File: src/rtl/mem_pipe_pkg.sv
package mem_pipe_pkg;

    // access size as encoded by the decoder
    typedef enum logic [1:0] {
        width_byte = 2'd0,
        width_half = 2'd1,
        width_word = 2'd2   // 2'd3 unused
    } mem_width_e;

    // loongarch style ecode values
    typedef enum logic [6:0] {
        exc_none = 7'h00,
        exc_adem = 7'h08,   // address outside memory
        exc_ale  = 7'h09    // misaligned half or word
    } mem_exc_e;

    // what execute hands to the memory stage
    typedef struct packed {
        logic       en;
        logic       write;    // 1 store, 0 load
        logic       sign;     // sign extend loads
        mem_width_e width;
        logic [4:0] rd;
        logic [31:0] base;    // source register value
        logic [31:0] imm;
        logic [31:0] data;    // store data, low bytes used for byte/half
        mem_exc_e   exc;      // fault from earlier stages
    } mem_in_t;

    // stage register between issue and response halves
    typedef struct packed {
        logic       en;
        logic       write;
        logic       sign;
        mem_width_e width;
        logic [4:0] rd;
        logic [1:0] addr_low;   // byte position inside the word
        mem_exc_e   exc;
    } mem_pass_t;

    // stage result toward writeback
    typedef struct packed {
        logic       en;
        logic [4:0] rd;
        logic [31:0] data;
        mem_exc_e   exc;
        logic [31:0] badv;   // faulting address for adem
    } mem_out_t;

endpackage

File: src/rtl/cache_port_pkg.sv
package cache_port_pkg;

    // direction of a cache access
    typedef enum logic {
        cache_read  = 1'b0,
        cache_write = 1'b1
    } cache_op_e;

    // request level toward the cache
    // valid is a plain enable, taken at the edge where it is high
    typedef struct packed {
        logic        valid;
        cache_op_e   op;
        logic [31:0] addr;    // byte address, used as physical
        logic [3:0]  wstrb;   // byte lane enables
        logic [31:0] wdata;   // store data already placed on its lanes
    } cache_req_t;

    // answer from the cache
    // one data_valid pulse per accepted request
    typedef struct packed {
        logic                  data_valid;
        logic [31:0]           rdata;   // whole aligned word
        mem_pipe_pkg::mem_exc_e exc;    // adem only
        logic [31:0]           badv;
    } cache_rsp_t;

endpackage

File: src/rtl/mem_response.sv
`timescale 1ns/1ns

module mem_response (
    input  mem_pipe_pkg::mem_pass_t    pass,     // stage register
    input  cache_port_pkg::cache_rsp_t rsp,
    output logic                       stall,    // to issue half and pipeline
    output mem_pipe_pkg::mem_out_t     mem_out
);

    logic                   own_exc;     // access faulted before the cache
    logic                   cache_done;
    mem_pipe_pkg::mem_exc_e cache_exc;
    mem_pipe_pkg::mem_exc_e exc_merged;
    logic [31:0]            shifted;     // addressed lane moved to bit 0
    logic [31:0]            load_val;

    assign own_exc    = (pass.exc != mem_pipe_pkg::exc_none);
    assign cache_done = rsp.data_valid || (rsp.exc != mem_pipe_pkg::exc_none);
    assign cache_exc  = rsp.data_valid ? rsp.exc : mem_pipe_pkg::exc_none;

    // waiting on the cache for an access that went out
    assign stall = pass.en && !own_exc && !cache_done;

    // stage fault first, then the cache one
    always_comb begin
        if (!pass.en) begin
            exc_merged = mem_pipe_pkg::exc_none;
        end else if (own_exc) begin
            exc_merged = pass.exc;
        end else begin
            exc_merged = cache_exc;
        end
    end

    // half offsets are 0 or 2 so one shift covers both sizes
    assign shifted = rsp.rdata >> {pass.addr_low, 3'b000};

    always_comb begin
        case (pass.width)
            mem_pipe_pkg::width_byte:
                load_val = {{24{pass.sign & shifted[7]}}, shifted[7:0]};
            mem_pipe_pkg::width_half:
                load_val = {{16{pass.sign & shifted[15]}}, shifted[15:0]};
            default:
                load_val = rsp.rdata;   // word
        endcase
    end

    always_comb begin
        mem_out.en   = pass.en;
        mem_out.rd   = pass.en ? pass.rd : 5'd0;
        mem_out.exc  = exc_merged;
        mem_out.data = '0;   // stores and faults carry no data
        mem_out.badv = '0;
        if (pass.en && !pass.write && rsp.data_valid &&
            (exc_merged == mem_pipe_pkg::exc_none)) begin
            mem_out.data = load_val;
        end
        // badv only for cache side faults
        if (pass.en && !own_exc && (cache_exc != mem_pipe_pkg::exc_none)) begin
            mem_out.badv = rsp.badv;
        end
    end

endmodule

File: config.mk
export PLATFORM = sky130hd
export DESIGN_NAME = mem_response
export DESIGN_NICKNAME = d
export VERILOG_FILES = /design/src/rtl/mem_pipe_pkg.sv /design/src/rtl/cache_port_pkg.sv /design/src/rtl/mem_response.sv
export SDC_FILE = /design/constraint.sdc
export NUM_CORES = 1
export LEC_CHECK = 0
export ABC_AREA = 1
export BUFFER_PORTS_ARGS = -buffer_cell sky130_fd_sc_hd__buf_2
export CORE_MARGIN = 3
export CORE_UTILIZATION = 40
export DETAILED_ROUTE_END_ITERATION = 12
export GPL_ROUTABILITY_DRIVEN = 0
export PLACE_DENSITY = 0.95
export SLEW_MARGIN = 20
export SYNTH_ARGS = -nofsm -noshare
export SYNTH_HDL_FRONTEND = slang
export SYNTH_SLANG_ARGS = --single-unit
File: constraint.sdc
create_clock -name vclk -period 3
set_input_delay 0.15 -clock vclk [all_inputs]
set_output_delay 0.15 -clock vclk [all_outputs]
set_load 0.02 [all_outputs]
# Word-level counts from Yosys, hierarchy flattened
# Cells that the tools add are included.
# Widths: inputs -> output; s select.
dict set report classes {
  reduce_logical 15
  mux 7
  shift 1
  bitwise_logic 2
  eq_ne 1
}
# cell n
set ops {}
lappend ops {{$mux 32} 2}
lappend ops {{$pmux 32 s2} 1}
lappend ops {{$shr 32x5->16} 1}
lappend ops {{$mux 7} 3}
lappend ops {{$reduce_bool 7->1} 3}
lappend ops {{$logic_not 7->1} 1}
lappend ops {{$logic_and 1x1->1} 6}
lappend ops {{$mux 5} 1}
lappend ops {{$logic_not 1->1} 3}
lappend ops {{$and 1x1->1} 2}
lappend ops {{$eq 2x1->1 const B} 1}
lappend ops {{$logic_not 2->1} 1}
lappend ops {{$logic_or 1x1->1} 1}
dict set report totals {
  register_bits 0
  output_inout_bits 78
  in_bits 91
}

# Logic depth before layout (Yosys ltp)
# Gate-level depths: netlist (run 1).
dict set report depth {
  depth_word 6
  mapped_depth 10
}

# Least setup slack after synthesis (run 1)
# No wires, ideal clock.
dict set report synth_path {
  path_kind {input port to output port}
  startpoint {in rsp[71] (netlist name)}
  endpoint {out mem_out[46] (netlist name)}
  stages 9
  t_required_ps 2850
  arrival_ps 1358
  path_slack_ps 1492
  path_cell_list {buf_4 > nand2_1 > inv_1 > a21boi_1 > nand2_1 > nor2_4 > nand2_4 > buf_6 > nor2_1}
}
# item line_no
set synth_rtl {}
lappend synth_rtl {{from (decl)} mem_response.sv:5} ;# input cache_port_pkg::cache_rsp_t rsp,
lappend synth_rtl {{to (decl)} mem_response.sv:7} ;# output mem_pipe_pkg::mem_out_t mem_out

==> impl_metrics.tcl, run 1 <==
set metrics [dict create \
    status "completed" \
    cp.arrival_ns 1.83 \
    cts_hold_buf 0 \
    post_cts_buffers 0 \
    holdPathStages 4 \
    dieArea_um2 4714 \
    critPathCaptureType "primary output" \
    ys_seq_area_share_pct 0 \
    overflow 0 \
    layout.nets 575 \
    fp-row-count 22 \
    ant_nets 0 \
    hpwl_um 5340 \
    final_area_um2 2381 \
    synth_area_per_cell_um2 4.758 \
    grt_pass1_wl_um 9639 \
    drt_iter0_drc 206 \
    hold_violations 0 \
    tightest_slew_ns 0.6378 \
    wirelength_um 6292 \
    finalSetupTns_ns 0 \
    maxSlewViolCount 0 \
    setup_viol 0 \
    diodes 0 \
    powerDensity_nw_per_um2 103.4 \
    synthToLayoutAreaGrowth_pct 51.63 \
    place_area_um2 2381 \
    synthCells 330 \
    flops_and_latches 0 \
    max_slew_margin_pct 57.48 \
    grt.total_usage_pct 25.51 \
    vias_per_cell 4.811 \
    synth_area_um2 1570 \
    grt_pass1_vias 2233 \
    drive_above_1_share_pct 43.15 \
    crit_path_max_fanout 17 \
    period_share_pct 65.93 \
    grt_max_degree 33 \
    register_area_um2 0 \
    min_period_ns 1.978 \
    power.leakage_nw 1.727 \
    max_freq_mhz 505.6 \
    cts.repair.resized 0 \
    core_region_area_um2 3716 \
    initial_core_util_pct 42.26 \
    n_clock_buffer 0 \
    cp_data_required_time_ns 2.85 \
    die_y_um 68.66 \
    syn_nets 421 \
    grt_setup_unrepaired "false" \
    startpoint_type "primary input" \
    vdd.ir_drop.worst_uv 64.30 \
    place_inst 530 \
    drc 0 \
    yosys_warnings 0 \
    die-width_um 68.66 \
    port-buffer-count 169 \
    io_pins 169 \
    antenna_found_initial 0 \
    cp-startpoint "pass[18]" \
    vias 2550 \
    criticalPathCategory "in2out" \
    drtPass1Iterations 5 \
    final_cells 530 \
    maxCapViolCount 0 \
    cp-endpoint "mem_out[53]" \
    hold_path_class "in2out" \
    ys_types 28 \
    wl_per_cell_um 11.87 \
    power.total_mw 0.2461 \
]
worst max-delay path: stages:
cell and delay (ns):
buf_2 0.18, inv_2 0.09, nor2_2 0.04, nand2_4 0.08, nor2_8 0.05, a21boi_1 0.16, nand2_1 0.12, nor2_4 0.36
nand2_4 0.22, nor2_1 0.18, buf_2 0.18
cells by family (layout without fill, tap and decap cells):
group,count (synthesis),in the layout,share of synthesized area [%]
AOI/OAI and AO/OA,60,60,21.99
buffers and inverters,94,246,24.70
and+or+nand+nor,176,176,53.31
where the power goes:
part	switching [mW]	internal (mW)	leakage [nW]	total [mW]
combinational	0.151	0.0946	1.73	0.246
sequential	0	0	0	0
clock	0	0	0	0
synthesized netlist by cell type (2+ instances only):
master / instances / area, um2
a21boi_1: 4 / 30.03
a21oi_1: 12 / 60.06
a21oi_2: 2 / 17.52
buf_2: 4 / 20.02
buf_4: 4 / 30.03
buf_6: 2 / 22.52
clkbuf_1: 8 / 30.03
inv_1: 73 / 274.0
inv_2: 3 / 11.26
nand2_1: 58 / 217.7
nand2_2: 3 / 18.77
nand2_4: 3 / 33.78
nand3_1: 19 / 95.09
nor2_1: 61 / 229.0
nor2_2: 19 / 118.9
nor2_4: 3 / 33.78
nor2_8: 2 / 40.04
nor4_1: 2 / 12.51
o2111ai_1: 4 / 35.03
o211ai_1: 3 / 22.52
o21ai_0: 29 / 145.1
o21ai_1: 3 / 15.01
o22ai_1: 2 / 12.51
or2_2: 3 / 18.77
worst min-delay path by stage:
| stage | endpoint | slack [ns] | from |
|---|---|---|---|
| after floorplan | mem_out[76] | 0.41 | pass[18] |
| after global placement | mem_out[75] | 0.60 | pass[13] |
| after detailed placement | mem_out[71] | 0.61 | pass[9] |
| after CTS | mem_out[72] | 0.61 | pass[10] |
| after global routing | mem_out[16] | 0.62 | rsp[16] |
| final | mem_out[72] | 0.60 | pass[10] |
layout make-up:
| cell class | count | area, um2 |
|---|---|---|
| Fill cell | 394 | 1335 |
| Inverter | 76 | 285.3 |
| Tap cell | 48 | 60.06 |
| Multi-Input combinational cell | 236 | 1182 |
| Timing Repair Buffer | 170 | 853.3 |
per-layer routing:
layer	up-vias	global-route usage, %	part of all wire (%)
met5	-	0	0
met4	0	4.963	1.7
met3	16	2.269	8.6
met2	133	46.48	50
met1	1095	32.31	40
li1	1306	-	-
layout by cell type (no fill, tap or decap), drive strengths merged:
cell type,n
a21oi,14
o211ai,3
buf,170
nor3b,1
o21ai,32
a21boi,5
nand3,19
o22ai,2
nor4,2
nand2,64
nor2,85
inv,76
o2111ai,4
or2,4
nor3,1
per-stage QoR:
stage,hold WS [ns],worst slack [ns],utilization [%]
CTS,0.6057,1.034,64.07
global placement,0.5983,1.072,64.07
detailed placement,0.6055,1.035,64.07
global route,0.6200,0.8356,64.07
floorplan,0.4126,1.492,-
finish,0.6004,1.022,64.07
Power figures use the tool's default switching activity.
==> run 2, diff against run 1 <==
Settings changed: CORE_UTILIZATION 40 to 33, PLACE_DENSITY 0.95 to 0.88.
Clock period 3 ns to 1.8 ns, I/O delays scaled along.
==> run 2 against run 1 <==
Count of clock-buffer cells in the layout did not move. Critical path depth increased by 1. Largest cell class unchanged. Cell count up 2.3%. Die area is 19% higher. Sequential cell count unchanged. Power increased by 73%.
==> impl_metrics.tcl, run 2 (synthesis gave the netlist of run 1 again) <==
set metrics [dict create \
    status "completed" \
    cp.arrival_ns 1.59 \
    post_cts_buffers 0 \
    critPathCaptureType "primary output" \
    period_share_pct 93.30 \
    core_region_area_um2 4474 \
    final_common_cell "buf_2" \
    hold_violations 0 \
    hold_ws_ns 0.4839 \
    grt_pass1_vias 2086 \
    startpoint_type "primary input" \
    wl_per_cell_um 11.99 \
    vias_per_cell 4.646 \
    layout_common_cells "buf_2, inv_1, nor2_1, nand2_1, o21ai_0" \
    die_y_um 74.98 \
    tightest_slew_ns 0.4575 \
    dieArea_um2 5622 \
    initial_core_util_pct 35.10 \
    synthToLayoutAreaGrowth_pct 56.02 \
    register_area_um2 0 \
    grt_setup_unrepaired "false" \
    antenna_found_initial 0 \
    drtPass1Iterations 4 \
    cp_data_required_time_ns 1.71 \
    dp_worst_setup_slack_ns 0.1432 \
    drt_iter0_drc 113 \
    worst_slack_ns 0.1206 \
    drive_above_1_share_pct 44.08 \
    crit_path_max_fanout 14 \
    maxSlewViolCount 0 \
    layout.nets 583 \
    cts.repair.resized 0 \
    ant_nets 0 \
    power.total_mw 0.4254 \
    grt_pass1_wl_um 9611 \
    final_area_um2 2450 \
    fp-row-count 24 \
    port-buffer-count 169 \
    power.leakage_nw 1.768 \
    setup_viol 0 \
    max_slew_margin_pct 69.43 \
    n_clock_buffer 0 \
    grt_max_degree 33 \
    cts_hold_buf 0 \
    maxCapViolCount 0 \
    vdd.ir_drop.worst_uv 108.6 \
    diodes 0 \
    io_pins 169 \
    fillerInstances 455 \
    finalSetupTns_ns 0 \
    hold_path_class "in2out" \
    min_period_ns 1.679 \
    place_area_um2 2446 \
    drc 0 \
    max_freq_mhz 595.4 \
    hpwl_um 5440 \
    vias 2518 \
    die-width_um 74.98 \
    flops_and_latches 0 \
    overflow 0 \
    grt.total_usage_pct 20.73 \
    wirelength_um 6500 \
    criticalPathCategory "in2out" \
    powerDensity_nw_per_um2 173.6 \
]
-- run 2: final cells by class --
class / instances / area [um2] / share of cell area, %
tap: 52 / 65.06 / 2.656
timing repair buffer: 178 / 917.1 / 37.44
multi-input combinational: 236 / 1182 / 48.26
inverter: 76 / 285.3 / 11.64
-- run 2: path summary, 6_finish.rpt --
kind	slack, ns	from	to	cells past startpoint
max	0.12	pass[18]	mem_out[55]	12
min	0.48	pass[9]	mem_out[71]	4
-- run 2: power breakdown --
part | internal (mW) | switching, mW
clock | 0 | 0
combinational | 0.170 | 0.255
sequential | 0 | 0
total | 0.170 | 0.255
-- run 2: metal layers --
metal  global-route usage, %  part of all wire, %  vias to the layer above
met5                       0                    0                        -
met4                   1.581                 0.78                        0
met1                   29.21                   42                     1077
met3                  0.2670                  6.9                        7
li1                        -                    -                     1321
met2                   36.75                   50                      113
-- run 2: worst max-delay path, cell delays in order --
cell	delay (ns)
buf_2	0.18
inv_2	0.08
nor2_2	0.05
nand2_4	0.08
nor2_8	0.05
a21boi_1	0.19
nand2_1	0.14
nor2_4	0.16
buf_4	0.20
nand3_1	0.08
nor2_1	0.10
buf_2	0.18
-- run 2: metrics by stage --
step,util (%),instances
global route,54.75,542
detailed placement,54.67,542
global placement,54.67,542
floorplan,-,330
CTS,54.67,542
finish,54.75,542
==> run 3, diff against run 2 <==
Settings changed: CAP_MARGIN from default to 20, PLACE_DENSITY 0.88 to 0.8.
==> run 3 against run 2 <==
Combinational power rose by 3%. Final area grew 1.6%. Cell count rose by 0.37%. Sequential share of layout area stayed put. Utilization increased by 0.89 points. Fmax up 1.1%. Largest power group unchanged. Wire length decreased by 1.5%. Setup slack better by 0.019 ns. Die area did not move. Largest cell class unchanged.
==> impl_metrics.tcl, run 3 (synthesis gave the netlist of run 1 again) <==
set metrics [dict create \
    crit_path_max_fanout 16 \
    grt.total_usage_pct 21.47 \
    grt_pass1_wl_um 9860 \
    wirelength_um 6403 \
    final_cells 544 \
    criticalPathCategory "in2out" \
    fillerInstances 480 \
    die-width_um 74.98 \
    cp_data_required_time_ns 1.71 \
    layout.nets 585 \
    initial_core_util_pct 35.10 \
    vias_per_cell 4.699 \
    drt_iter0_drc 142 \
    ant_nets 0 \
    max_stage_delay_ns 0.19 \
    setup_viol 0 \
    worstPathCellList "buf_2, inv_2, nand2_2, o21ai_1, nand2_1, o21ai_2, nor2_4, buf_12, nor2_1, buf_2" \
    io_pins 169 \
    hp-start "pass[10]" \
    wl_per_cell_um 11.77 \
    place_inst 542 \
    grt_pass1_vias 2190 \
    path_depth 10 \
    finalSetupTns_ns 0 \
    hold_violations 0 \
    layout_common_cells "buf_2, inv_1, nor2_1, nand2_1, o21ai_0" \
    path_buf_inv 4 \
    register_area_um2 0 \
    dieArea_um2 5622 \
    drc 0 \
    crit_family "buffers and inverters" \
    cp-startpoint "pass[7]" \
    n_clock_buffer 0 \
    cpMostUsedCell "buf_2" \
    vias 2556 \
    grt_max_degree 33 \
    cp.arrival_ns 1.57 \
    powerDensity_nw_per_um2 176.3 \
    maxSlewViolCount 0 \
    status "completed" \
    diodes 0 \
    power.total_mw 0.4390 \
    holdPathStages 4 \
    period_share_pct 92.26 \
    hold_ws_ns 0.4826 \
    max_slew_margin_pct 80.96 \
    tightest_slew_ns 0.2855 \
    cpMaxStageDelayCell "o21ai_2" \
    drtPass1Iterations 6 \
    vdd.ir_drop.worst_uv 77.66 \
    antenna_found_initial 0 \
    hpwl_um 5488 \
    overflow 0 \
    fp-row-count 24 \
    flops_and_latches 0 \
    power.leakage_nw 1.786 \
    grt_setup_unrepaired "false" \
    startpoint_type "primary input" \
    port-buffer-count 169 \
    synthToLayoutAreaGrowth_pct 58.57 \
    critPathCaptureType "primary output" \
    maxCapViolCount 0 \
    hold_path_class "in2out" \
    core_region_area_um2 4474 \
    final_common_cell "buf_2" \
    drive_above_1_share_pct 44.51 \
    die_y_um 74.98 \
    min_period_ns 1.661 \
    max_freq_mhz 602.2 \
]
-- run 3: cell types whose count changed in the layout (fill, tap and decap cells not counted) --
cell / before / now
o21ai_1: 3 / 2
buf_6: 1 / 0
buf_12: 0 / 2
o21ai_2: 0 / 1
buf_4: 8 / 9
-- run 3: metrics by stage --
stage,area (um2),utilization [%],setup slack (ns)
floorplan,1570,-,0.4124
global placement,2446,54.67,0.1328
detailed placement,2446,54.67,0.05445
CTS,2446,54.67,0.05469
global route,2490,55.65,0.01299
finish,2490,55.65,0.1393
-- run 3: area by class of cell --
type	instances	area, um2	share of cell area (%)
Multi-Input combinational cell	236	1186	47.64
Timing Repair Buffer	180	953.4	38.29
Inverter	76	285.3	11.46
Tap cell	52	65.06	2.613
-- run 3: layer usage --
layer  up-vias  track usage, %  wire length [um]
li1       1327               -                 -
met1      1094           28.81              2570
met2       121           38.01              3266
met3        14           1.736               467
met4         0           3.162                99
met5         -               0                 0
-- run 3: final timing paths --
check,end,slack (ns)
worst max-delay path,mem_out[59],0.14
worst min-delay path,mem_out[72],0.48
-- run 3: where the power goes --
part / internal [mW] / switching, mW / leakage, nW
Combinational: 0.183 / 0.256 / 1.79
Clock: 0 / 0 / 0
Sequential: 0 / 0 / 0
-- run 3: repair_timing --
action                                  in CTS  in global routing
endpoints found under the setup margin       0                 26
hold buffers                                 0                  0
resized for setup                            0                  1
setup buffers                                0                  2
