## src/rtl/mem_pipe_pkg.sv

```systemverilog
package mem_pipe_pkg;

    // access size as encoded by the decoder
    typedef enum logic [1:0] {
        width_byte = 2'd0,
        width_half = 2'd1,
        width_word = 2'd2   // 2'd3 unused
    } mem_width_e;

    // loongarch style ecode values
    typedef enum logic [6:0] {
        exc_none = 7'h00,
        exc_adem = 7'h08,   // address outside memory
        exc_ale  = 7'h09    // misaligned half or word
    } mem_exc_e;

    // what execute hands to the memory stage
    typedef struct packed {
        logic       en;
        logic       write;    // 1 store, 0 load
        logic       sign;     // sign extend loads
        mem_width_e width;
        logic [4:0] rd;
        logic [31:0] base;    // source register value
        logic [31:0] imm;
        logic [31:0] data;    // store data, low bytes used for byte/half
        mem_exc_e   exc;      // fault from earlier stages
    } mem_in_t;

    // stage register between issue and response halves
    typedef struct packed {
        logic       en;
        logic       write;
        logic       sign;
        mem_width_e width;
        logic [4:0] rd;
        logic [1:0] addr_low;   // byte position inside the word
        mem_exc_e   exc;
    } mem_pass_t;

    // stage result toward writeback
    typedef struct packed {
        logic       en;
        logic [4:0] rd;
        logic [31:0] data;
        mem_exc_e   exc;
        logic [31:0] badv;   // faulting address for adem
    } mem_out_t;

endpackage

```

## src/rtl/cache_port_pkg.sv

```systemverilog
package cache_port_pkg;

    // direction of a cache access
    typedef enum logic {
        cache_read  = 1'b0,
        cache_write = 1'b1
    } cache_op_e;

    // request level toward the cache
    // valid is a plain enable, taken at the edge where it is high
    typedef struct packed {
        logic        valid;
        cache_op_e   op;
        logic [31:0] addr;    // byte address, used as physical
        logic [3:0]  wstrb;   // byte lane enables
        logic [31:0] wdata;   // store data already placed on its lanes
    } cache_req_t;

    // answer from the cache
    // one data_valid pulse per accepted request
    typedef struct packed {
        logic                  data_valid;
        logic [31:0]           rdata;   // whole aligned word
        mem_pipe_pkg::mem_exc_e exc;    // adem only
        logic [31:0]           badv;
    } cache_rsp_t;

endpackage

```

## src/rtl/mem_issue.sv

```systemverilog
`timescale 1ns/1ns

module mem_issue (
    input  logic                       clk,
    input  logic                       reset,
    input  mem_pipe_pkg::mem_in_t      mem_in,     // from execute
    input  logic                       stall,      // hold from the response half
    output cache_port_pkg::cache_req_t cache_req,
    output mem_pipe_pkg::mem_pass_t    pass        // in-flight access info
);

    logic [31:0] addr;
    logic        misalign;
    logic        exc_in;       // upstream already faulted
    logic [3:0]  strb_base;    // strobes before shifting to the address
    logic [31:0] lane_data;    // store data copied across lanes

    mem_pipe_pkg::mem_pass_t pass_d;
    mem_pipe_pkg::mem_pass_t pass_q;

    assign addr   = mem_in.base + mem_in.imm;   // base register plus offset
    assign exc_in = (mem_in.exc != mem_pipe_pkg::exc_none);

    // half needs even address, word needs multiple of four
    always_comb begin
        case (mem_in.width)
            mem_pipe_pkg::width_half: misalign = addr[0];
            mem_pipe_pkg::width_word: misalign = |addr[1:0];
            default:                  misalign = 1'b0;   // bytes always fit
        endcase
    end

    // lane strobes and replicated store data
    always_comb begin
        case (mem_in.width)
            mem_pipe_pkg::width_byte: begin
                strb_base = 4'b0001;
                lane_data = {4{mem_in.data[7:0]}};
            end
            mem_pipe_pkg::width_half: begin
                strb_base = 4'b0011;
                lane_data = {2{mem_in.data[15:0]}};
            end
            default: begin
                strb_base = 4'b1111;   // word, also the spare encoding
                lane_data = mem_in.data;
            end
        endcase
    end

    // request goes straight from the stage inputs
    always_comb begin
        // faulted or held accesses never reach the cache
        cache_req.valid = mem_in.en && !misalign && !exc_in && !stall;
        cache_req.op    = mem_in.write ? cache_port_pkg::cache_write
                                       : cache_port_pkg::cache_read;
        cache_req.addr  = addr;
        cache_req.wstrb = strb_base << addr[1:0];   // aligned so nothing drops off
        cache_req.wdata = lane_data;
    end

    // next stage register contents
    always_comb begin
        pass_d = '0;   // idle cycle loads en zero
        if (mem_in.en) begin
            pass_d.en       = 1'b1;
            pass_d.write    = mem_in.write;
            pass_d.sign     = mem_in.sign;
            pass_d.width    = mem_in.width;
            pass_d.rd       = mem_in.rd;
            pass_d.addr_low = addr[1:0];
            // earlier fault wins over our own check
            if (exc_in) begin
                pass_d.exc = mem_in.exc;
            end else if (misalign) begin
                pass_d.exc = mem_pipe_pkg::exc_ale;
            end else begin
                pass_d.exc = mem_pipe_pkg::exc_none;
            end
        end
    end

    // stage register frozen while the cache is busy
    always_ff @(posedge clk) begin
        if (reset) begin
            pass_q <= '0;
        end else if (!stall) begin
            pass_q <= pass_d;   // loads in the same edge the request is taken
        end
    end

    assign pass = pass_q;

endmodule

```

## config.mk

```make
export PLATFORM = sky130hd
export DESIGN_NAME = mem_issue
export DESIGN_NICKNAME = d
export VERILOG_FILES = /design/src/rtl/mem_pipe_pkg.sv /design/src/rtl/cache_port_pkg.sv /design/src/rtl/mem_issue.sv
export SDC_FILE = /design/constraint.sdc
export NUM_CORES = 1
export LEC_CHECK = 0
export BUFFER_PORTS_ARGS = -buffer_cell sky130_fd_sc_hd__buf_2
export CORE_ASPECT_RATIO = 1.4
export CORE_MARGIN = 2
export CORE_UTILIZATION = 44
export CTS_CLUSTER_SIZE = 30
export DETAILED_ROUTE_END_ITERATION = 8
export GPL_TIMING_DRIVEN = 0
export PLACE_DENSITY = 0.95
export SLEW_MARGIN = 20
export SYNTH_ARGS = -nofsm -noshare
export SYNTH_HDL_FRONTEND = slang
export SYNTH_SLANG_ARGS = --single-unit
```

## constraint.sdc

```tcl
create_clock -name clk -period 5.48 [get_ports clk]
set_input_delay 0.274 -clock clk [delete_from_list [all_inputs] [get_ports clk]]
set_output_delay 0.274 -clock clk [all_outputs]
set_load 0.1 [all_outputs]
```

Yosys cells after proc, flatten, opt, wreduce, memory -nomap -nowiden
Index checks and enable logic that the tools add are counted.
Storage, ports and cells
  flip-flop bits (word level): 19
  logic and storage cells: 27
Cells by class
  reductions and logical operators: 9
  equal/unequal tests: 2
  add/subtract/negate cells: 1
  muxes and demuxes: 7
  shifts and indexed selects: 1
Operators with widths (count)
  $pmux W32 S2: 1
  $add A32 B32 Y32: 1
  $mux W19: 1
  $pmux W4 S2: 1
  $mux W7: 1
  $reduce_bool A7 Y1: 1
  $mux W4: 1
  $shl A4 B2 Y4: 1
  $logic_and A1 B1 Y1: 3
  $logic_not A1 Y1: 3
  $eq A2 B1 Y1 const B: 1
  $eq A2 B2 Y1 const B: 1
  $logic_not A2 Y1: 1
  $pmux W1 S2: 1
  $reduce_or A2 Y1: 1
  $mux W1: 1

Depth between registers and ports, before layout
Gate-level depths: netlist of run 1.
  depth after elaboration: 7
  gate-level depth with buffers: 9
  mapped depth without buffers: 9

Worst setup path before layout of run 1
Ideal clock, no wire load.
  kind: input -> output
  start: input port mem_in[39] (netlist name)
  end: output port cache_req[34] (netlist name)
  arrival: 4.015 ns
  stages on the path: 4
  path slack: 1.191 ns
  path through: ha_1 fa_1 nor2_1 o21ai_0
RTL lines
  start, declared: RTL line mem_issue.sv:6  | input mem_pipe_pkg::mem_in_t mem_in,
  end, declared: RTL line mem_issue.sv:8  | output cache_port_pkg::cache_req_t cache_req,

==> impl_metrics.toml, run 1 <==
[global_route]
grt_pass1_wl_um = 15900
grt_max_degree = 11
overflow = 0
track_usage_pct = 28.1
grt_antenna_before_repair = 4
grt_pass1_vias = 3784

[placement]
placed_area_um2 = 3810
dp_slack_ns = 2.36
dp_cells = 636
place_congestion = 0.935
hpwlAfterDp_um = 8640
io_buffer_count = 203

[critical_path]
path_class = "input pin to primary output"
end_kind = "primary output"
cp.required_ns = 5.21
arrival_ns = 2.88
start_kind = "input pin"
rr_worst_depth = 2
cp_max_fo = 5

[final_layout]
largest_register_ffs = 19
fin_cells = 642
syn_to_final_growth_pct = 42.7
mostFrequentLayoutCell = "buf_2"
finalNetCount = 723
drive_gt1_share_pct = 40.9
final_core_util_pct = 65.3
final_area_um2 = 3860
final_cell_mix = "buf_2, nand2_1, a21oi_1"

[clock_network]
cts_max_level = 1
clkSlewWorstSetupHoldPaths_ns = 0.07
cts_hold_buffers = 0
cts_tree = "built"
cts_resized = 0
clk_latency_ns = 0.25
cts_setup_buffers = 0
cts_num_sinks = 19
numCtsBuffers = 3
clockRootBuffer = "clkbuf_8"
cts_buffer_depth = 2

[route]
route.detailed.drc = 0
num_vias = 3665
viasPerCell = 5.71
drt_wl_total_um = 9940
wl_per_cell_um = 15.5
first_iter_violations = 115
drt_first_pass_iters = 4
postRouteAntennaNets = 0

[timing]
hold_viol_final = 0
min_period_ns = 3.15
skew_ns = 0
worst_pin_slew_ns = 0.703
drv_slew = 0
slew_headroom_pct = 52.9
fin_hold_ws_ns = 0.243
finalSetupViolCount = 0
setup_slack_ns = 2.33
max_freq_mhz = 317
rsz0062_at_grt = "no"
fin_tns_setup_ns = 0
post-route-period-util_pct = 57.5

[yosys]
synth-seq-cells = 19
synth_cells = 363
syn-cell-area_um2 = 2700
async_reset_ff_share_pct = 0
synth_flop_cell = "dfxtp_1"
ys_seq_area_share_pct = 14.1
synth_nets = 515
syn_area_per_cell_um2 = 7.45
synth_cell_types = 50
synth.yosys.warnings = 0
synth-edff-count = 0

[status]
status = "complete, no violations"

[floorplan]
initial_core_util_pct = 45.8
die_area_um2 = 6800
coreArea_um2 = 5900
die_w_um = 70.3
fp.dieH_um = 96.8
ioPinCount = 205
rows = 33

[hold_path]
whs_path_depth = 3
holdCritPathClass = "input pin to flip-flop"

[run]
max_cap_violations = 0

[power]
power_mw = 1.25
p_leak_nw = 2.05
vdd_drop_max_uv = 250
p_per_area_nw_per_um2 = 324
[per-layer routing]
layer  vias to the layer above  GRT usage (%)  wire (um)
li1                       1753              -          -
met1                      1660           23.4       3150
met2                       207           57.5       5430
met3                        41           7.08        910
met4                         4           14.1        418
met5                         -              0         27
[final timing paths]
| kind | slack (ns) | to | from |
|---|---|---|---|
| worst max register to register | 4.77 | pass[10] | pass[10] |
| worst max-delay path | 2.33 | cache_req[62] | mem_in[71] |
| worst min-delay path | 0.24 | pass[12] | mem_in[106] |
| worst min register to register | 0.48 | pass[3] | pass[3] |
[cells in the mapped netlist, types with 4 or more instances]
cell type	n	area [um2]
mux2_2	8	90.1
xnor2_1	17	149
dfxtp_1	19	380
a211oi_1	4	30.0
a22oi_1	24	180
a22o_1	8	70.1
o211ai_1	4	30.0
clkbuf_1	13	48.8
o21ai_0	25	125
buf_4	9	67.6
a21o_1	8	60.1
inv_1	5	18.8
xor2_1	14	123
nand2b_1	4	25.0
a21oi_1	36	180
nor2b_1	6	37.5
ha_1	35	438
nand3_1	8	40.0
nand2_1	42	158
nor2_1	33	124
[where the power goes]
group          total (mW)  leakage (nW)  internal, mW  switching (mW)
Sequential          0.147         0.155         0.144         0.00287
Clock              0.0969        0.0228        0.0518          0.0451
Combinational        1.01          1.87         0.193           0.812
Total                1.25          2.05         0.388           0.860
[cell type report]
type                    count  area (um2)
multi-input cells         315        2180
fillers                   484        2050
repair buffers            203        1020
flip-flops and latches     19         380
plain buffers              23         121
well taps                  70        87.6
clock buffers               4        45.0
inverters                   6        22.5
diodes                      2        5.00
[worst max-delay path: stages]
cell and delay [ns]:
buf_2 0.11, ha_1 0.20, fa_1 0.41, a21o_1 0.21
and4_1 0.23, o21ai_1 0.19, a21bo_1 0.23, o211a_1 0.26
o21ai_0 0.14, xor2_1 0.18, buf_2 0.45
[kinds of logic after synthesis]
family	share of synthesized area [%]
fa+ha+maj	16.9
xor+xnor	10.0
mux	3.33
simple gates	18.5
flops	14.1
compound gates	31.8
buf+inv	5.32
Power figures use the tool's default switching activity.
==> run 2, diff against run 1 <==
- ABC_AREA: unset -> 1
- CORE_UTILIZATION: 44 -> 41
- PLACE_DENSITY: 0.95 -> 0.87
- clock period: 5.48 -> 2.86 ns (I/O delays scaled with it)
==> impl_metrics.toml, run 2 <==
[power]
vdd_drop_max_uv = 394
p_leak_nw = 3.17
p_per_area_nw_per_um2 = 523

[global_route]
use_met1_pct = 21.9
grt_antenna_before_repair = 3
met2_usage_pct = 52.2
grtUsageMet3_pct = 6.80
grt_max_degree = 12
grt_busiest_layer = "met2"
overflow = 0
grt_pass1_vias = 4402
track_usage_pct = 25.8
grt_pass1_wl_um = 19000

[clock_network]
cts_max_level = 1
cts_num_sinks = 19
clk_latency_ns = 0.25
cts_resized = 0
cts_setup_buffers = 0
clockRootBuffer = "clkbuf_16"
cts_hold_buffers = 0
clkSlewWorstSetupHoldPaths_ns = 0.05
cts_tree = "built"
numCtsBuffers = 3
cts_buffer_depth = 2

[final_layout]
syn_to_final_growth_pct = 35.4
finalNetCount = 1043
final_cell_mix = "nand2_1, buf_2, inv_1"
fill_cells = 894
mostFrequentLayoutCell = "nand2_1"
drive_gt1_share_pct = 26.7
largest_register_ffs = 19
multiInputGateArea_um2 = 2520
ff_latch_area_um2 = 380
fin_cells = 997

[yosys]
synth_top_area_share_pct = 30.5
syn-cell-area_um2 = 3520
synth-edff-count = 0
synth_common_cells = "nand2_1, inv_1, nor2_1"
ys_seq_area_share_pct = 10.8
async_reset_ff_share_pct = 0
synth_nets = 835
synth.yosys.warnings = 0
yosysTopAreaCell = "nand2_1"
synth_flop_cell = "dfxtp_1"
synth_area_leaders = "nand2_1, inv_1, ha_1"
synth_cells = 683
synth-seq-cells = 19
syn_area_per_cell_um2 = 5.16
yosysMostFrequentCell = "nand2_1"
synth_cell_types = 27

[floorplan]
ioPinCount = 205
initial_core_util_pct = 41.7
fp.dieH_um = 114
rows = 40
coreArea_um2 = 8460
die_area_um2 = 9360
die_w_um = 82.3

[route]
num_vias = 4733
wl_per_cell_um = 12.3
drt_wl_total_um = 12200
route.detailed.drc = 0
drt_first_pass_iters = 4
first_iter_violations = 176
viasPerCell = 4.75
postRouteAntennaNets = 0

[placement]
place_congestion = 1.01
dp_cells = 991
io_buffer_count = 203
hpwlAfterDp_um = 10900

[critical_path]
path_class = "input pin to primary output"
cp_max_fo = 4
end_kind = "primary output"
cp.required_ns = 2.72
start_kind = "input pin"
arrival_ns = 2.17

[timing]
hold_viol_final = 0
slew_headroom_pct = 65.4
fin_hold_ws_ns = 0.140
rsz0062_at_grt = "no"
worst_pin_slew_ns = 0.522
finalSetupViolCount = 0
skew_ns = 0
drv_slew = 0
min_period_ns = 2.31
max_freq_mhz = 433
post-route-period-util_pct = 80.7

[hold_path]
holdCritPathClass = "input pin to flip-flop"

[status]
status = "complete, no violations"

[run]
max_cap_violations = 0
run 2: cell count changes after synthesis, moves of 8 or more:
| cell | before | now |
|---|---|---|
| nand3_1 | 8 | 25 |
| a22oi_1 | 24 | 0 |
| nor2_1 | 33 | 43 |
| inv_1 | 5 | 142 |
| mux2_2 | 8 | 0 |
| clkbuf_1 | 13 | 2 |
| a22o_1 | 8 | 0 |
| nand2_1 | 42 | 286 |
| xnor2_1 | 17 | 1 |
run 2: cell families after synthesis:
logic type      share of synthesized area, %
fa+ha+maj                               13.0
buf+inv                                 18.2
xor+xnor                                3.98
simple gates                            42.6
compound gates                          11.4
flops                                   10.8
run 2: layout make-up:
cell class                      instances  share of cell area (%)
Multi-Input combinational cell        504                    52.7
Inverter                              143                    11.3
Timing Repair Buffer                  203                    21.3
Clock buffer                            3                    1.57
Buffer                                 17                    2.20
Sequential cell                        19                    7.97
Antenna cell                            2                   0.105
Clock inverter                          1                   0.105
Tap cell                              105                    2.75
run 2: report_power, final:
group	internal (mW)	total, mW	switching, mW
registers	0.276	0.281	0.00526
clock network	0.187	0.279	0.0916
logic	0.363	1.94	1.57
total	0.826	2.50	1.67
run 2: final timing paths:
kind / end / from / slack (ns) / cells past startpoint
max: cache_req[64] / mem_in[39] / 0.55 / 13
min: pass[9] / mem_in[103] / 0.14 / 3
max reg2reg: pass[12] / pass[12] / 2.24 / 2
min reg2reg: pass[0] / pass[0] / 0.46 / 2
run 2: routing by layer:
| layer | part of all wire [%] | vias to the layer above | wire (um) |
|---|---|---|---|
| met5 | 0.21 | - | 26 |
| met4 | 5.0 | 4 | 617 |
| met3 | 9.3 | 50 | 1140 |
| met2 | 52 | 198 | 6370 |
| met1 | 33 | 1998 | 4070 |
| li1 | - | 2483 | - |
run 2: worst max-delay path, stage by stage:
cell and delay (ns):
buf_2 0.10, ha_1 0.23, fa_1 0.48, nand3_1 0.13
nand3_1 0.11, nand2_1 0.09, nand2_2 0.08, nand2_1 0.08
nand2_2 0.07, nand2_1 0.10, nand3_1 0.07, nand2_1 0.07
buf_2 0.41
run 2: stage by stage:
step | setup slack (ns) | utilization [%] | cell area (um2) | power (mW) | setup TNS, ns
after floorplan | -0.157 | - | 3540 | 1.87 | -0.867
after global placement | 0.574 | 55.4 | 4690 | 2.21 | 0
after detailed placement | 0.568 | 55.4 | 4690 | 2.22 | 0
after CTS | 0.558 | 56.3 | 4770 | 2.50 | 0
after global routing | 0.404 | 56.3 | 4770 | 2.63 | 0
final | 0.552 | 56.4 | 4770 | 2.50 | 0
==> run 3, diff against run 2 <==
- CORE_UTILIZATION: 41 -> 46
- PLACE_DENSITY: 0.87 -> 0.92
- clock period: 2.86 -> 2.4 ns (I/O delays scaled with it)
==> impl_metrics.toml, run 3 (synthesis results as in run 2) <==
[status]
status = "complete, no violations"

[global_route]
track_usage_pct = 28.5
grt_max_degree = 12
grtUsageMet3_pct = 8.56
grt_pass1_vias = 4471
grt_antenna_before_repair = 8
use_met1_pct = 24.1
grt_busiest_layer = "met2"
met2_usage_pct = 56.8
grt_pass1_wl_um = 19300
overflow = 0

[power]
p_per_area_nw_per_um2 = 598
p_leak_nw = 3.16
power_mw = 2.90
clock_power_share_pct = 7.7
pwr-share-comb_pct = 80.8
swShare_pct = 69.2
p_sw_mw = 2.00
vdd_drop_max_uv = 636
power.internal_mw = 0.893
power_frac_seq_pct = 11.5

[critical_path]
cp_max_fo = 4
worst_r2r_startpoint = "pass[18]"
end_kind = "primary output"
rr_worst_depth = 2
arrival_ns = 2.13
rr_endpoint = "pass[18]"
cp.required_ns = 2.28
start_kind = "input pin"
path_class = "input pin to primary output"
r2r_setup_slack_ns = 1.79

[clock_network]
clkSlewWorstSetupHoldPaths_ns = 0.07
cts_tree = "built"
clockRootBuffer = "clkbuf_8"
cts_num_sinks = 19
cts_buffer_depth = 2
numCtsBuffers = 3
clk_latency_ns = 0.26
cts_max_level = 1

[timing]
drv_slew = 0
skew_ns = 0
max_freq_mhz = 444
finalSetupViolCount = 0
setup_slack_ns = 0.148
min_period_ns = 2.25
post-route-period-util_pct = 93.8
worst_pin_slew_ns = 0.544
slew_headroom_pct = 63.3
rsz0062_at_grt = "no"
hold_viol_final = 0

[route]
num_vias = 4772
drt_first_pass_iters = 4
postRouteAntennaNets = 0
drt_wl_total_um = 12100
wl_per_cell_um = 12.2
route.detailed.drc = 0
first_iter_violations = 171
viasPerCell = 4.80

[placement]
io_buffer_count = 203
dp_slack_ns = 0.145
place_congestion = 0.920
hpwlAfterDp_um = 10800

[final_layout]
drive_gt1_share_pct = 28.2
finalNetCount = 1043
mostFrequentLayoutCell = "nand2_1"
final_core_util_pct = 65.3
largest_register_ffs = 19
final_cell_mix = "nand2_1, buf_2, inv_1"
syn_to_final_growth_pct = 37.4

[floorplan]
die_area_um2 = 8390
ioPinCount = 205
rows = 37
fp.dieH_um = 108
coreArea_um2 = 7410
initial_core_util_pct = 47.6
die_w_um = 78.0

[hold_path]
holdCritPathClass = "input pin to flip-flop"
holdPathEnd = "pass[9]"
whs_path_depth = 3
min_from = "mem_in[103]"

[run]
max_cap_violations = 0
==> run 3: cell count changes in the layout (fill, tap and decap cells not counted) <==
cell and delta:
buf_2 -1, clkbuf_16 -3, clkbuf_4 +1, clkbuf_8 +3, diode_2 +5, fa_1 -1
fa_2 +1, nor2_2 -1, nor2_4 +1, xor2_1 -12, xor2_2 +12
==> run 3: worst max-delay path, stage by stage <==
cell and delay [ns]:
buf_2 0.10, ha_1 0.24, fa_2 0.40, nand3_1 0.10, nand3_1 0.13, nand2_1 0.11, nand2_2 0.10, nand2_1 0.09
nand2_2 0.08, nand2_1 0.11, nand3_1 0.07, nand2_1 0.07, buf_2 0.42
==> run 3: cell type report <==
class	instances	area [um2]
diodes	7	17.5
plain buffers	17	105
clock buffers	3	41.3
clock inverters	1	5.00
fillers	722	2570
inverters	143	537
multi-input cells	504	2610
flip-flops and latches	19	380
well taps	97	121
repair buffers	203	1020
==> run 3: worst max-delay path by stage <==
stage | slack, ns | to | start | depth (start not counted)
final | 0.15 | cache_req[64] | mem_in[39] | 13
after global routing | 0.006 | cache_req[64] | mem_in[39] | 13
after CTS | 0.14 | cache_req[64] | mem_in[39] | 13
after detailed placement | 0.15 | cache_req[64] | mem_in[39] | 13
after global placement | 0.16 | cache_req[64] | mem_in[39] | 13
after floorplan | -0.57 | cache_req[22] | mem_in[108] | 6
==> run 3: routing by layer <==
layer	vias up	wire [um]
met4	4	580
met3	50	1150
li1	2472	-
met5	-	27
met1	2040	3980
met2	206	6390
==> run 3: repair_timing <==
action                                  in CTS  in global routing
gates resized for setup                      0                  1
endpoints found under the setup margin       0                  1
buffers inserted                             0                  0
hold buffers                                 0                  0
==> run 3: through the flow <==
step	cells	instance area [um2]	setup TNS, ns	hold WS (ns)
4_1_cts	987	4820	0	0.101
6_report	994	4840	0	0.101
3_3_place_gp	983	4770	0	0.371
5_1_grt	990	4830	0	0.102
2_1_floorplan	683	3640	-5.77	0.263
3_5_place_dp	983	4770	0	0.376
==> run 3: power groups by stage <==
stage | clock [mW] | sequential, mW | combinational [mW]
finish | 0.224 | 0.334 | 2.34
global route | 0.244 | 0.335 | 2.46
CTS | 0.228 | 0.333 | 2.34
detailed placement | 0 | 0.341 | 2.34
global placement | 0 | 0.340 | 2.32
floorplan | 0 | 0.433 | 1.82
